[config.mk]
export PLATFORM = sky130hd
export DESIGN_NAME = req_port_adapter
export DESIGN_NICKNAME = d
export VERILOG_FILES = /design/src/dcache_pkg.sv /design/src/req_port_adapter.sv
export SDC_FILE = /design/constraint.sdc
export NUM_CORES = 1
export LEC_CHECK = 0
export BUFFER_PORTS_ARGS = -buffer_cell sky130_fd_sc_hd__buf_2
export CAP_MARGIN = 20
export CORE_MARGIN = 5
export CORE_UTILIZATION = 35
export DETAILED_ROUTE_END_ITERATION = 10
export PLACE_DENSITY_LB_ADDON = 0.08
export SLEW_MARGIN = 20
export SYNTH_ARGS = -nofsm -noshare
export SYNTH_HDL_FRONTEND = slang
export SYNTH_SLANG_ARGS = --single-unit
[constraint.sdc]
create_clock -name clk_i -period 2.4 [get_ports clk_i]
set_input_delay 0.48 -clock clk_i [delete_from_list [all_inputs] [get_ports clk_i]]
set_output_delay 0.48 -clock clk_i [all_outputs]
set_load 0.1 [all_outputs]
[src/dcache_pkg.sv]
package dcache_pkg;

  // Bus widths
  localparam int ADDR_W = 32;
  localparam int DATA_W = 32;
  localparam int SID_W = 3;

  // 16-byte lines
  localparam int LINE_OFFSET_W = 4;

  typedef logic [ADDR_W-1:0] addr_t;
  typedef logic [DATA_W-1:0] data_t;
  typedef logic [SID_W-1:0] sid_t;

  typedef enum logic [1:0] {
    OP_LOAD     = 2'd0,
    OP_STORE    = 2'd1,
    OP_PREFETCH = 2'd2
  } req_op_e;

  // Request as issued by a core port
  typedef struct packed {
    addr_t   addr;
    req_op_e op;
    data_t   wdata;
  } core_req_t;

  typedef struct packed {
    data_t rdata;
  } core_rsp_t;

  // Request on the shared memory channel, tagged with its source
  typedef struct packed {
    addr_t   addr;
    req_op_e op;
    sid_t    sid;
    data_t   wdata;
  } mem_req_t;

  typedef struct packed {
    sid_t  sid;
    data_t rdata;
  } mem_rsp_t;

  // Accepted load address seen by the prefetcher
  typedef struct packed {
    addr_t addr;
  } snoop_t;

endpackage

[src/req_port_adapter.sv]
module req_port_adapter
  import dcache_pkg::*;
#(
  parameter int SrcId = 0
) (
  input  logic      clk_i,
  input  logic      rst_ni,

  input  logic      core_req_valid_i,
  output logic      core_req_ready_o,
  input  core_req_t core_req_i,

  output logic      req_valid_o,
  input  logic      req_ready_i,
  output mem_req_t  req_o
);

  logic     full_q;
  mem_req_t req_q;
  mem_req_t req_d;
  logic     core_fire;

  // Accept when empty or when the held entry leaves this cycle
  assign core_req_ready_o = ~full_q | req_ready_i;
  assign core_fire = core_req_valid_i & core_req_ready_o;

  // Tag with the source id, only stores carry data
  always_comb begin
    req_d.addr = core_req_i.addr;
    req_d.op = core_req_i.op;
    req_d.sid = sid_t'(SrcId);
    if (core_req_i.op == OP_STORE) begin
      req_d.wdata = core_req_i.wdata;
    end else begin
      req_d.wdata = '0;
    end
  end

  always_ff @(posedge clk_i or negedge rst_ni) begin
    if (!rst_ni) begin
      full_q <= 1'b0;
    end else if (core_fire) begin
      full_q <= 1'b1;
    end else if (req_ready_i) begin
      full_q <= 1'b0;
    end
  end

  always_ff @(posedge clk_i) begin
    if (core_fire) begin
      req_q <= req_d;
    end
  end

  assign req_valid_o = full_q;
  assign req_o = req_q;

endmodule

==> results.cfg <==
[status]
status = complete, no violations

[floorplan]
start_util_pct = 36.1
ios = 141
chipHeight_um = 91.2
dieArea_um2 = 8320
num_rows = 29
design.core.area_um2 = 6390
fp.dieW_um = 91.2

[layout]
fin_nets = 326
final_layout_size_suffix_gt1_share_pct = 61.3
layout_commonest_cell = buf_2
fill_cells = 563
fin_cells = 338
final_cell_mix = buf_2 (137), edfxtp_1 (66), and2_1 (25)
n_antenna_cell = 0
area_growth_pct = 41.2

[global_route]
antenna_found_initial = 0
grtUsageTotal_pct = 12.1
grt_overflow = 0
grt_max_degree = 42
grt_pass1_vias = 1503
grt_pass1_wl_mm = 7.80

[timing]
fin_tns_setup_ns = 0
final.min_clock_period_ns = 1.70
rsz0062_at_grt = no
setup_ws_ns = 0.698
fmax_ghz = 0.588
period_share_pct = 70.9
skew_ns = 0.00608
hold_violations = 0
setup_viol = 0
max-slew-margin-rel_pct = 63.9
final_max_slew_viol_count = 0
worst_slew_pin_slew_ns = 0.540
whs_ns = 0.329

[cts]
cts_sinks = 67
cts_tree = built
cts_buffer_depth = 2
cts.root.buffer_cell = clkbuf_8
cts_made_buffers = 9
clkTransAtPathRegs_ns = 0.07
htree_levels = 3
clk_latency_ns = 0.32
ctsResizeCount = 0

[worst_setup_path]
path_depth = 2
start_kind = flop
reg2reg_slack_ns = 0.93
critPathMaxFanout = 3
arrival_ns = 1.22
r2r_end = req_o[46]
crit_type = flop to output port
endpoint = core_req_ready_o
crit_chain = nand2b_2 > buf_2
slowest_stage = buf_2
critPathRequiredTime_ns = 1.92
startpoint = req_valid_o
crit_buf_inv = 1
slowest_delay_ns = 0.43
cpLargestDelayFamily = buffers and inverters
setup.worst_path.end_class = output port
reg2reg_depth = 3
r2r_start = req_valid_o

[placed_design]
place_inst = 321
portBuffers = 137
pre_cts_slack_ns = 0.702
gp_congestion = 0.667

[power]
ir_drop_mv = 0.422
p_leak_uw = 0.00142
p_per_area_nw_per_um2 = 884
power_frac_seq_pct = 47.7
p_sw_share_pct = 33.1
clockPowerShare_pct = 29.9
switching_power_uw = 953
combinationalPowerShare_pct = 22.4
p_int_uw = 1930

[run]
cap_violations = 0

[route]
finalWirelength_mm = 5.06
drc = 0
post_drt_wl_per_cell_um = 15.0
vias = 1410
firstDrtPassIters = 4
drtIter0Drc = 40
viasPerCell = 4.17
ant_nets = 0

[min_path]
hold_path_class = primary input to flop

[synth]
yosysWarnings = 0
ys_seq_area_share_pct = 86.9
synth-seq-cells = 67
syn_area_per_cell_um2 = 21.0
synth_area_um2 = 2310
syn_inst = 110
ys_types = 9
## flip-flops by register name, summed over array words and instances (netlist names)
name,cells
req_o,66
req_valid_o,1
## synth_stat cells
cell type | count | area (um^2)
conb_1 | 1 | 3.75
and2_1 | 26 | 163
edfxtp_1 | 66 | 1980
and2_2 | 7 | 52.6
buf_4 | 3 | 22.5
nor2b_4 | 1 | 13.8
buf_6 | 3 | 33.8
dfrtp_1 | 1 | 25.0
nand2b_1 | 2 | 12.5
## metal layers
| layer | share of wire, % | global-route usage [%] | up-vias |
|---|---|---|---|
| met5 | 0 | 0 | - |
| met4 | 1.5 | 5.13 | 0 |
| met3 | 12 | 6.36 | 9 |
| met2 | 47 | 19.4 | 81 |
| met1 | 39 | 13.5 | 638 |
| li1 | - | - | 682 |
## worst reg2reg max path: stages (launching register included)
cell and delay [ns]:
dfrtp_1 0.39, nand2b_2 0.09, and2_4 0.38, buf_12 0.30
## power by group through the flow
| stage | clock [uW] | combinational [uW] | sequential, uW |
|---|---|---|---|
| CTS | 896 | 651 | 1380 |
| global route | 940 | 666 | 1380 |
| detailed placement | 0 | 649 | 1400 |
| finish | 862 | 646 | 1370 |
| floorplan | 0 | 81.4 | 1850 |
| global placement | 0 | 647 | 1400 |
## worst min path at each step
stage	start	to	slack [ns]	cells after the start
after detailed placement	rst_ni	req_valid_o	0.26	1
after global placement	rst_ni	req_valid_o	0.26	1
final	core_req_i[54]	req_o[57]	0.33	1
after global routing	core_req_i[38]	req_o[41]	0.31	1
after CTS	core_req_i[54]	req_o[57]	0.31	1
after floorplan	rst_ni	req_valid_o	0.18	0
## layout make-up
type | count | area, um^2 | share of cell area (%)
clock inverter | 6 | 56.3 | 1.73
clock buffer | 10 | 128 | 3.91
timing repair buffer | 139 | 716 | 21.9
sequential | 67 | 2010 | 61.6
tap | 77 | 96.3 | 2.95
multi-input combinational | 39 | 258 | 7.90
## timing repair
item	4_1_cts	5_1_grt
endpoints found under the setup margin	0	0
hold buffers	1	0
hold endpoints to repair	1	0
setup buffers	0	0
## per-stage QoR
step	power [uW]	utilization [%]	cell area, um^2
after floorplan	1930	-	2320
after global placement	2050	48.0	3070
after detailed placement	2050	48.0	3070
after CTS	2920	51.1	3260
after global routing	2990	51.1	3260
final	2880	51.1	3260
## cell families after synthesis
logic type	count (synthesis)	share of synthesized area, %
flip-flops	67	86.9
AND/OR/NAND/NOR	36	10.5
buffers and inverters	6	2.44
other	1	0.162
Power figures use the tool's default switching activity.
