--- config.mk ---
export PLATFORM = sky130hd
export DESIGN_NAME = hwpf_stride
export DESIGN_NICKNAME = d
export VERILOG_FILES = /design/src/dcache_pkg.sv /design/src/hwpf_stride.sv
export SDC_FILE = /design/constraint.sdc
export NUM_CORES = 1
export LEC_CHECK = 0
export BUFFER_PORTS_ARGS = -buffer_cell sky130_fd_sc_hd__clkbuf_2
export CORE_ASPECT_RATIO = 1.5
export CORE_MARGIN = 3
export CORE_UTILIZATION = 55
export CTS_CLUSTER_SIZE = 20
export DETAILED_ROUTE_END_ITERATION = 6
export GPL_ROUTABILITY_DRIVEN = 0
export PLACE_DENSITY = 0.87
export RECOVER_POWER = 100
export SYNTH_ARGS = -nofsm -noshare
export SYNTH_HDL_FRONTEND = slang
export SYNTH_SLANG_ARGS = --single-unit
--- constraint.sdc ---
create_clock -name clk_i -period 9.7 [get_ports clk_i]
set_input_delay 0.485 -clock clk_i [delete_from_list [all_inputs] [get_ports clk_i]]
set_output_delay 0.485 -clock clk_i [all_outputs]
set_load 0.05 [all_outputs]
--- src/dcache_pkg.sv ---
package dcache_pkg;

  // Bus widths
  localparam int ADDR_W = 32;
  localparam int DATA_W = 32;
  localparam int SID_W = 3;

  // 16-byte lines
  localparam int LINE_OFFSET_W = 4;

  typedef logic [ADDR_W-1:0] addr_t;
  typedef logic [DATA_W-1:0] data_t;
  typedef logic [SID_W-1:0] sid_t;

  typedef enum logic [1:0] {
    OP_LOAD     = 2'd0,
    OP_STORE    = 2'd1,
    OP_PREFETCH = 2'd2
  } req_op_e;

  // Request as issued by a core port
  typedef struct packed {
    addr_t   addr;
    req_op_e op;
    data_t   wdata;
  } core_req_t;

  typedef struct packed {
    data_t rdata;
  } core_rsp_t;

  // Request on the shared memory channel, tagged with its source
  typedef struct packed {
    addr_t   addr;
    req_op_e op;
    sid_t    sid;
    data_t   wdata;
  } mem_req_t;

  typedef struct packed {
    sid_t  sid;
    data_t rdata;
  } mem_rsp_t;

  // Accepted load address seen by the prefetcher
  typedef struct packed {
    addr_t addr;
  } snoop_t;

endpackage

--- src/hwpf_stride.sv ---
module hwpf_stride
  import dcache_pkg::*;
#(
  parameter int SrcId = 3
) (
  input  logic     clk_i,
  input  logic     rst_ni,

  input  logic     snoop_valid_i,
  input  snoop_t   snoop_i,

  input  logic     base_set_i,
  input  addr_t    base_i,
  input  logic     stride_set_i,
  input  addr_t    stride_i,
  input  logic     count_set_i,
  input  addr_t    count_i,

  output addr_t    base_o,
  output addr_t    stride_o,
  output addr_t    count_o,
  output logic     busy_o,

  output logic     req_valid_o,
  input  logic     req_ready_i,
  output mem_req_t req_o
);

  addr_t base_q;
  addr_t stride_q;
  addr_t count_q;
  logic  busy_q;
  addr_t remain_q;
  addr_t next_addr_q;
  logic  line_match;
  logic  start;
  logic  req_fire;
  logic  last_fire;

  assign line_match = snoop_i.addr[ADDR_W-1:LINE_OFFSET_W] == base_q[ADDR_W-1:LINE_OFFSET_W];

  // Zero count never triggers, snoops during a burst are ignored
  assign start = snoop_valid_i & line_match & ~busy_q & (count_q != '0);
  assign req_fire = busy_q & req_ready_i;
  assign last_fire = req_fire & (remain_q == addr_t'(1));

  always_ff @(posedge clk_i or negedge rst_ni) begin
    if (!rst_ni) begin
      base_q <= '0;
      stride_q <= '0;
      count_q <= '0;
      busy_q <= 1'b0;
      remain_q <= '0;
    end else begin
      if (start) begin
        busy_q <= 1'b1;
        remain_q <= count_q;
      end else if (last_fire) begin
        busy_q <= 1'b0;
        remain_q <= '0;
      end else if (req_fire) begin
        remain_q <= remain_q - 1'b1;
      end

      // Base follows the burst, so the next burst continues from there
      if (base_set_i) begin
        base_q <= base_i;
      end else if (last_fire) begin
        base_q <= next_addr_q;
      end
      if (stride_set_i) begin
        stride_q <= stride_i;
      end
      if (count_set_i) begin
        count_q <= count_i;
      end
    end
  end

  always_ff @(posedge clk_i) begin
    if (start) begin
      next_addr_q <= base_q + stride_q;
    end else if (req_fire) begin
      next_addr_q <= next_addr_q + stride_q;
    end
  end

  assign req_valid_o = busy_q;
  assign req_o.addr = next_addr_q;
  assign req_o.op = OP_PREFETCH;
  assign req_o.sid = sid_t'(SrcId);
  assign req_o.wdata = '0;

  assign base_o = base_q;
  assign stride_o = stride_q;
  assign count_o = count_q;
  assign busy_o = busy_q;

endmodule

==> results of run 1 <==
[placed cells by master (no fill, tap or decap), types with 6 or more instances in the layout]
cell / netlist / routed
clkbuf_16: 0 / 17
o21ai_0: 67 / 77
nor2_1: 68 / 69
mux2i_1: 36 / 36
or3_1: 10 / 10
a31oi_1: 6 / 6
a21oi_1: 75 / 75
nand3_1: 7 / 7
clkbuf_1: 30 / 137
nor4_1: 21 / 22
xor2_1: 7 / 7
nor3_1: 18 / 18
a21o_1: 16 / 16
dfrtp_1: 129 / 129
clkbuf_2: 0 / 127
ha_1: 33 / 33
nand4_1: 17 / 18
o21a_1: 9 / 9
edfxtp_1: 32 / 32
nand2_1: 76 / 77
mux2_2: 90 / 89
inv_1: 20 / 20
xnor2_1: 40 / 40
conb_1: 2 / 37
a211oi_1: 6 / 6
[state kept, by name, summed over array words and instances (netlist names)]
name,flops
remain_q,32
next_addr_q,32
stride_o,32
busy_o,1
count_o,32
base_o,32
[worst register-to-register path: stages (launching register included)]
cell       delay (ps)
dfrtp_1           420
nor4_1            480
nand4_1           240
o2111ai_1        1840
buf_4             860
mux2_2            450
ha_1              380
a21o_1            220
a21o_1            170
a21oi_1           140
o21bai_1           80
a221oi_1          480
o21ai_0           240
xnor2_1           170
[power breakdown]
| part | total (mW) | internal [mW] | switching [mW] |
|---|---|---|---|
| registers | 0.790 | 0.737 | 0.0531 |
| clock network | 0.660 | 0.377 | 0.283 |
| logic | 0.440 | 0.128 | 0.312 |
| total | 1.89 | 1.24 | 0.648 |
[area by class of cell]
class | count | area share
Antenna cell | 1 | 0.0002238
Clock buffer | 22 | 0.04240
Clock inverter | 10 | 0.009174
Inverter | 20 | 0.006713
Multi-Input combinational cell | 721 | 0.4392
Sequential cell | 161 | 0.3746
Tap cell | 210 | 0.02350
Timing Repair Buffer | 265 | 0.1042
[metal layers]
metal / GRT usage / share of wire / up-vias
met5: 0 / 0 / -
li1: - / - / 3857
met2: 0.5058 / 0.53 / 375
met1: 0.3174 / 0.35 / 4063
met3: 0.05351 / 0.063 / 78
met4: 0.1532 / 0.048 / 0
[how the worst max path moves through the flow]
| stage | slack [ps] | cells past startpoint | start | end |
|---|---|---|---|---|
| 6_report | 3270 | 13 | count_o[9]$_DFFE_PN0P_ | next_addr_q[31]$_DFFE_PP_ |
| 5_1_grt | 2470 | 2 | rst_ni | base_o[5]$_DFFE_PN0P_ |
| 4_1_cts | 4420 | 13 | count_o[8]$_DFFE_PN0P_ | next_addr_q[31]$_DFFE_PP_ |
| 3_5_place_dp | 4440 | 17 | snoop_i[7] | next_addr_q[28]$_DFFE_PP_ |
| 3_3_place_gp | 4450 | 13 | count_o[17]$_DFFE_PN0P_ | next_addr_q[31]$_DFFE_PP_ |
| 2_1_floorplan | 5430 | 18 | base_o[6]$_DFFE_PN0P_ | next_addr_q[28]$_DFFE_PP_ |
[logic make-up (layout without fill, tap and decap cells)]
logic type / count (synthesis) / in the layout / share of synthesized area
adder cells (fa/ha/maj): 34 / 34 / 0.04526
flip-flops: 161 / 161 / 0.4379
buffers and inverters: 100 / 317 / 0.05795
AO/OA/AOI/OAI: 220 / 220 / 0.1337
other: 2 / 38 / 0.0007851
multiplexers: 126 / 126 / 0.1436
XOR/XNOR: 47 / 47 / 0.04304
AND/OR/NAND/NOR: 257 / 257 / 0.1377
==> results.json, run 1 <==
{
  "hp-class": "in -> reg",
  "period_share": 0.6624,
  "via_count": 8373,
  "cts_tree": "yes",
  "clkLatencyLatePin_ps": 430,
  "grt_usage": 0.2849,
  "cts_hold_buf": 0,
  "cp_max_fo": 72,
  "drc": 0,
  "regArea_mm2": 0.004189,
  "io_buffer_count": 260,
  "row_count": 58,
  "ant_nets": 0,
  "fin_util": 0.6614,
  "arrival_ps": 6590,
  "syn_area_per_cell_um2": 10.10,
  "setup_viol": 0,
  "grt-ovfl-total": 0,
  "dr.pass1.iters": 7,
  "fmax_ghz": 0.1556,
  "critPathMostFrequentCell": "a21o_1",
  "ff2ff_path_depth": 13,
  "via_per_inst": 5.938,
  "power_mw": 1.890,
  "clk_path_buf_depth": 2,
  "fin_nets": 1355,
  "first_global_vias": 8344,
  "stdcell_count": 1410,
  "io_pins": 302,
  "nFillCells": 1369,
  "core_area_mm2": 0.01691,
  "synth_ff_type": "dfrtp_1",
  "worst-setup-path-type": "reg -> reg",
  "ys_top_cells_by_count": "dfrtp_1, mux2_2, nand2_1, a21oi_1, nor2_1",
  "die_h_um": 167.5,
  "multi_input_area_mm2": 0.004912,
  "clock_skew_ps": 14.23,
  "rsz0062_at_grt": "no",
  "cts_inserted_buffers": 17,
  "syn_area_mm2": 0.009565,
  "clk_pin_slew_ps": 70,
  "cts.htree.levels": 4,
  "routedWlPerCell_um": 19.40,
  "timing.rr.start": "count_o[9]$_DFFE_PN0P_",
  "cp_cell_sequence": "nor4_1 -> nand4_1 -> o2111ai_1 -> buf_4 -> mux2_2 -> ha_1 -> a21o_1 -> a21o_1 -> a21oi_1 -> o21bai_1 -> a221oi_1 -> o21ai_0 -> xnor2_1",
  "yosysTopAreaCell": "dfrtp_1",
  "whs_path_depth": 3,
  "r2r_slack_ps": 3270,
  "yosysWarnings": 0,
  "hold_viol": 0,
  "hold_start": "base_i[3]",
  "drive_above_1_share": 0.2152,
  "status": "complete, but fails checks",
  "end_kind": "register",
  "synth_edf_count": 32,
  "critPathLaunchType": "register",
  "synth_cells": 947,
  "wl_um": 27350,
  "critPathTopFamily": "compound AO/OA/AOI/OAI gates",
  "area_growth_pct": 16.91,
  "cts_setup_buffers": 0,
  "cts-resized-gates": 0,
  "violations": "capacitance limit, slew limit",
  "antenna_found_initial": 1,
  "slew_headroom": -1.662,
  "slowest_delay_ps": 1840,
  "total_leakage_power_nw": 4.955,
  "crit_buf_inv": 1,
  "synthArstFlopShare": 0.8012,
  "post_dp_cell_area_mm2": 0.01085,
  "dp_hpwl_um": 20480,
  "maxCapViolCount": 8,
  "dieWidth_um": 113.7,
  "fin_setup_tns_ps": 0,
  "dp.cells": 1377,
  "die_area_mm2": 0.01904,
  "grt_pass1_wl_um": 42620,
  "regToRegEndpoint": "next_addr_q[31]$_DFFE_PP_",
  "vdd_drop_max_mv": 0.1151,
  "yosysSeqAreaShare": 0.4379,
  "place_ws_ps": 4440,
  "crit_required_ps": 9860,
  "hold_slack_ps": 257.8,
  "final_area_mm2": 0.01118,
  "maxSlewViolCount": 320,
  "cts_sinks": 161,
  "worst_slack_ps": 3275,
  "yosysMostFrequentCell": "dfrtp_1",
  "min_period_ps": 6425,
  "cts_root_buf": "clkbuf_16",
  "start_util": 0.5657,
  "min_to": "base_o[3]$_DFFE_PN0P_",
  "power-per-cell-area_mw_per_mm2": 169.0,
  "ys_ff_latch": 161,
  "synth.top_cell.area_share": 0.3375,
  "drt_iter0_drc": 535,
  "tightest_slew_ps": 3993,
  "ys_types": 68,
  "synthTopCellsByArea": "dfrtp_1, mux2_2, edfxtp_1, ha_1, a21oi_1",
  "grt_max_degree": 77,
  "slowest_stage": "o2111ai_1"
}
Power figures use the tool's default switching activity.
==> run 2, diff against run 1 <==
- CORE_UTILIZATION: 55 -> 52
- PLACE_DENSITY: 0.87 -> 0.83
- clock period: 9.7 -> 6.5 ns (I/O delays scaled with it)
==> run 2 against run 1 <==
The run still ends with capacitance limit, slew limit left. Sequential share of layout area down 0.23 points. Worst hold slack worse by 160 ps. Combinational power up 49%. Final cell count up 0.71%. Fmax up 22%. Register-to-register slack worse by 2000 ps. Sequential cell count unchanged. Via count down 1.4%. Wire length down 0.63%. Die area up 5.5%. Largest cell class unchanged. Highest routed layer unchanged.
==> results.json, run 2 (synthesis results as in run 1) <==
{
  "fin_nets": 1359,
  "total_leakage_power_nw": 4.982,
  "setup_viol": 0,
  "clkLatencyLatePin_ps": 430,
  "hp-class": "in -> reg",
  "dr.pass1.iters": 7,
  "worst-setup-path-type": "reg -> reg",
  "first_global_vias": 8063,
  "routedWlPerCell_um": 19.14,
  "die_h_um": 172.1,
  "regArea_mm2": 0.004189,
  "core_area_mm2": 0.01802,
  "grt_max_degree": 77,
  "cts.htree.levels": 4,
  "fin_util": 0.6244,
  "dieWidth_um": 116.7,
  "end_kind": "register",
  "clk_path_buf_depth": 2,
  "via_per_inst": 5.813,
  "power-per-cell-area_mw_per_mm2": 251.6,
  "drt_iter0_drc": 572,
  "period_share": 0.8112,
  "fmax_ghz": 0.1896,
  "violations": "capacitance limit, slew limit",
  "ant_nets": 0,
  "area_growth_pct": 17.62,
  "antenna_found_initial": 0,
  "min_period_ps": 5273,
  "cts_tree": "yes",
  "cts_inserted_buffers": 17,
  "most-common-layout-cells": "clkbuf_1, dfrtp_1, clkbuf_2",
  "maxCapViolCount": 7,
  "vdd_drop_max_mv": 0.1827,
  "start_util": 0.5309,
  "timing.rr.start": "busy_o$_DFFE_PN0P_",
  "status": "complete, but fails checks",
  "cts_root_buf": "clkbuf_16",
  "fin_setup_tns_ps": 0,
  "maxSlewViolCount": 306,
  "drive_above_1_share": 0.2170,
  "critPathLaunchType": "register",
  "cp_max_fo": 27,
  "via_count": 8254,
  "cp-startpoint": "busy_o$_DFFE_PN0P_",
  "wl_um": 27180,
  "slew_headroom": -1.039,
  "crit_required_ps": 6760,
  "final_area_mm2": 0.01125,
  "tightest_slew_ps": 3058,
  "arrival_ps": 5530,
  "die_area_mm2": 0.02009,
  "dp_hpwl_um": 20350,
  "cts_sinks": 161,
  "rsz0062_at_grt": "no",
  "grt-ovfl-total": 0,
  "layout_commonest_cell": "clkbuf_1",
  "cts-resized-gates": 0,
  "row_count": 60,
  "clock_skew_ps": 15.30,
  "hold_start": "base_i[12]",
  "nFillCells": 1589,
  "drc": 0,
  "multi_input_area_mm2": 0.004951,
  "grt_pass1_wl_um": 41710,
  "io_pins": 302,
  "clk_pin_slew_ps": 70,
  "io_buffer_count": 260,
  "cts_setup_buffers": 0,
  "post_dp_cell_area_mm2": 0.01088,
  "diodes": 0,
  "hold_viol": 0,
  "grt_usage": 0.2670
}
==> run 2: critical path, cell delays in order, from the launching register on <==
cell	delay (ps)
dfrtp_1	500
nand2_1	90
clkbuf_1	470
nor4_1	670
nand4_1	1540
nand2_1	1310
o21ai_0	200
a21oi_1	220
o21ai_0	100
==> run 2: area by class of cell <==
cell class / count / area share
Sequential cell: 161 / 0.3723
Tap cell: 217 / 0.02413
Multi-Input combinational cell: 721 / 0.4401
Inverter: 20 / 0.006673
Clock buffer: 19 / 0.03848
Clock inverter: 13 / 0.01234
Timing Repair Buffer: 269 / 0.1060
==> run 2: through the flow <==
step | worst slack [ps] | power, mW | std cells | hold slack [ps]
global route | 768.2 | 2.939 | 1420 | 88.74
detailed placement | 1574 | 1.868 | 1387 | 311.8
floorplan | 2234 | 1.682 | 982 | 29.41
CTS | 1534 | 2.853 | 1420 | 90.17
finish | 1227 | 2.830 | 1420 | 100.6
global placement | 1653 | 1.852 | 1387 | 304.7
==> run 2: final timing paths <==
| check | to | slack, ps | depth (start not counted) |
|---|---|---|---|
| max | remain_q[28]$_DFFE_PN0P_ | 1230 | 8 |
| min | base_o[12]$_DFFE_PN0P_ | 100 | 3 |
| max reg2reg | remain_q[28]$_DFFE_PN0P_ | 1230 | 8 |
| min reg2reg | remain_q[19]$_DFFE_PN0P_ | 500 | 2 |
| max in group asynchronous | stride_o[1]$_DFFE_PN0P_ | 1860 | 3 |
| min in group asynchronous | count_o[10]$_DFFE_PN0P_ | 1460 | 2 |
==> run 2: repair_timing <==
item | 4_1_cts | 5_1_grt
setup endpoints to repair | 0 | 0
endpoints found under the hold margin | 53 | 0
hold buffers | 1 | 0
==> run 2: report_power, final <==
part           leakage, nW  switching, mW  internal [mW]
logic                 2.84          0.462          0.192
registers             1.87         0.0791           1.10
clock network        0.269          0.430          0.567
==> run 2: metal layers <==
layer | share of wire | vias up | global-route usage
met4 | 0.037 | 0 | 0.1133
met1 | 0.36 | 3974 | 0.2982
met2 | 0.54 | 363 | 0.4902
met3 | 0.062 | 59 | 0.04762
li1 | - | 3858 | -
met5 | 0 | - | 0
==> run 3, diff against run 2 <==
- clock period: 6.5 -> 5.45 ns (I/O delays scaled with it)
==> run 3 against run 2 <==
The run still ends with capacitance limit, slew limit left. Clock skew fell by 4.6 ps. Fmax rose by 7.5%. Final cell count rose by 0.14%. Worst hold slack got worse by 53 ps. Design area rose by 0.37%. Register-to-register slack got worse by 680 ps. Clock power rose by 20%. Largest cell class unchanged.
==> results.json, run 3 (synthesis results as in run 1) <==
{
  "antenna_found_initial": 0,
  "dp.cells": 1389,
  "period_share": 0.9004,
  "status": "complete, but fails checks",
  "first_global_vias": 8139,
  "diodes": 0,
  "die_h_um": 172.1,
  "layout_commonest_cell": "clkbuf_1",
  "grt_pass1_wl_um": 42010,
  "io_pins": 302,
  "stdcell_count": 1422,
  "end_kind": "register",
  "clkLatencyLatePin_ps": 430,
  "worst-setup-path-type": "reg -> reg",
  "area_growth_pct": 18.05,
  "cts_sinks": 161,
  "fin_nets": 1361,
  "fin_setup_tns_ps": 0,
  "via_per_inst": 5.835,
  "critPathLaunchType": "register",
  "hp-class": "in -> reg",
  "cts.htree.levels": 4,
  "wl_um": 27310,
  "io_buffer_count": 260,
  "drc": 0,
  "setup_viol": 0,
  "grt-ovfl-total": 0,
  "most-common-layout-cells": "clkbuf_1, dfrtp_1, clkbuf_2",
  "maxSlewViolCount": 270,
  "post_dp_cell_area_mm2": 0.01089,
  "start_util": 0.5309,
  "clock_skew_ps": 10.71,
  "hold_viol": 0,
  "cts_tree": "yes",
  "cts_inserted_buffers": 17,
  "ant_nets": 0,
  "grt_max_degree": 77,
  "drive_above_1_share": 0.2224,
  "via_count": 8297,
  "rsz0062_at_grt": "no",
  "routedWlPerCell_um": 19.21,
  "die_area_mm2": 0.02009,
  "row_count": 60,
  "clk_path_buf_depth": 2,
  "min_period_ps": 4907,
  "fmax_ghz": 0.2038,
  "dp_hpwl_um": 20490,
  "dr.pass1.iters": 5,
  "slew_headroom": -0.9883,
  "crit_required_ps": 5640,
  "drt_iter0_drc": 658,
  "clk_pin_slew_ps": 70,
  "vdd_drop_max_mv": 0.1715,
  "dieWidth_um": 116.7,
  "core_area_mm2": 0.01802,
  "cp_max_fo": 13,
  "multi_input_area_mm2": 0.004969,
  "regArea_mm2": 0.004189,
  "cts_root_buf": "clkbuf_16",
  "tightest_slew_ps": 2982,
  "maxCapViolCount": 6,
  "final_area_mm2": 0.01129,
  "grt_usage": 0.2695,
  "power-per-cell-area_mw_per_mm2": 300.5,
  "arrival_ps": 5090,
  "total_leakage_power_nw": 5.013,
  "violations": "capacitance limit, slew limit",
  "nFillCells": 1571
}
==> run 3: critical path: stages (launching register included) <==
cell and delay, ps:
dfrtp_1 440, xnor2_1 280, nand4_1 130, nor4_1 510
o2111ai_4 390, mux2_2 340, ha_1 190, inv_1 80
fa_1 430, nor2b_1 180, o31a_1 200, o221ai_1 220
a21oi_1 330, o211ai_1 170, a211oi_1 480, mux2i_1 240
nor2_1 60
==> run 3: final timing paths <==
path / endpoint / from / cells after the start / slack, ps
max: next_addr_q[28]$_DFFE_PP_ / base_o[29]$_DFFE_PN0P_ / 16 / 540
min: base_o[23]$_DFFE_PN0P_ / base_i[23] / 3 / 50
max reg2reg: next_addr_q[28]$_DFFE_PP_ / base_o[29]$_DFFE_PN0P_ / 16 / 540
min reg2reg: remain_q[19]$_DFFE_PN0P_ / remain_q[19]$_DFFE_PN0P_ / 2 / 500
max in group asynchronous: stride_o[0]$_DFFE_PN0P_ / rst_ni / 3 / 1020
min in group asynchronous: stride_o[27]$_DFFE_PN0P_ / rst_ni / 2 / 1370
==> run 3: layout make-up <==
class | instances | area share
Clock buffer | 17 | 0.03767
Inverter | 20 | 0.006648
Timing Repair Buffer | 271 | 0.1068
Sequential cell | 161 | 0.3710
Tap cell | 217 | 0.02404
Clock inverter | 15 | 0.01385
Multi-Input combinational cell | 721 | 0.4400
==> run 3: per-layer routing <==
metal / global-route usage / part of all wire / vias to the layer above
met3: 0.05392 / 0.060 / 84
met4: 0.1292 / 0.039 / 0
li1: - / - / 3857
met2: 0.4922 / 0.55 / 356
met1: 0.2927 / 0.35 / 4000
met5: 0 / 0 / -
==> run 3: timing repair <==
item / CTS / global route
setup buffers: 0 / 0
hold endpoints to repair: 53 / 0
resized for setup: 0 / 0
hold buffers: 1 / 0
==> run 3: report_power, final <==
group	internal [mW]	switching [mW]	total, mW
sequential	1.31	0.0927	1.40
combinational	0.230	0.558	0.788
clock	0.680	0.520	1.20
==> run 3: stage by stage <==
step	total power, mW	utilization	hold slack [ps]	setup WS (ps)
4_1_cts	3.429	0.6374	34.09	523.1
5_1_grt	3.533	0.6267	45.78	121.7
3_3_place_gp	2.211	0.6045	262.8	703.9
3_5_place_dp	2.230	0.6045	263.2	647.6
6_report	3.393	0.6267	47.91	542.9
2_1_floorplan	2.007	-	-23.09	1184
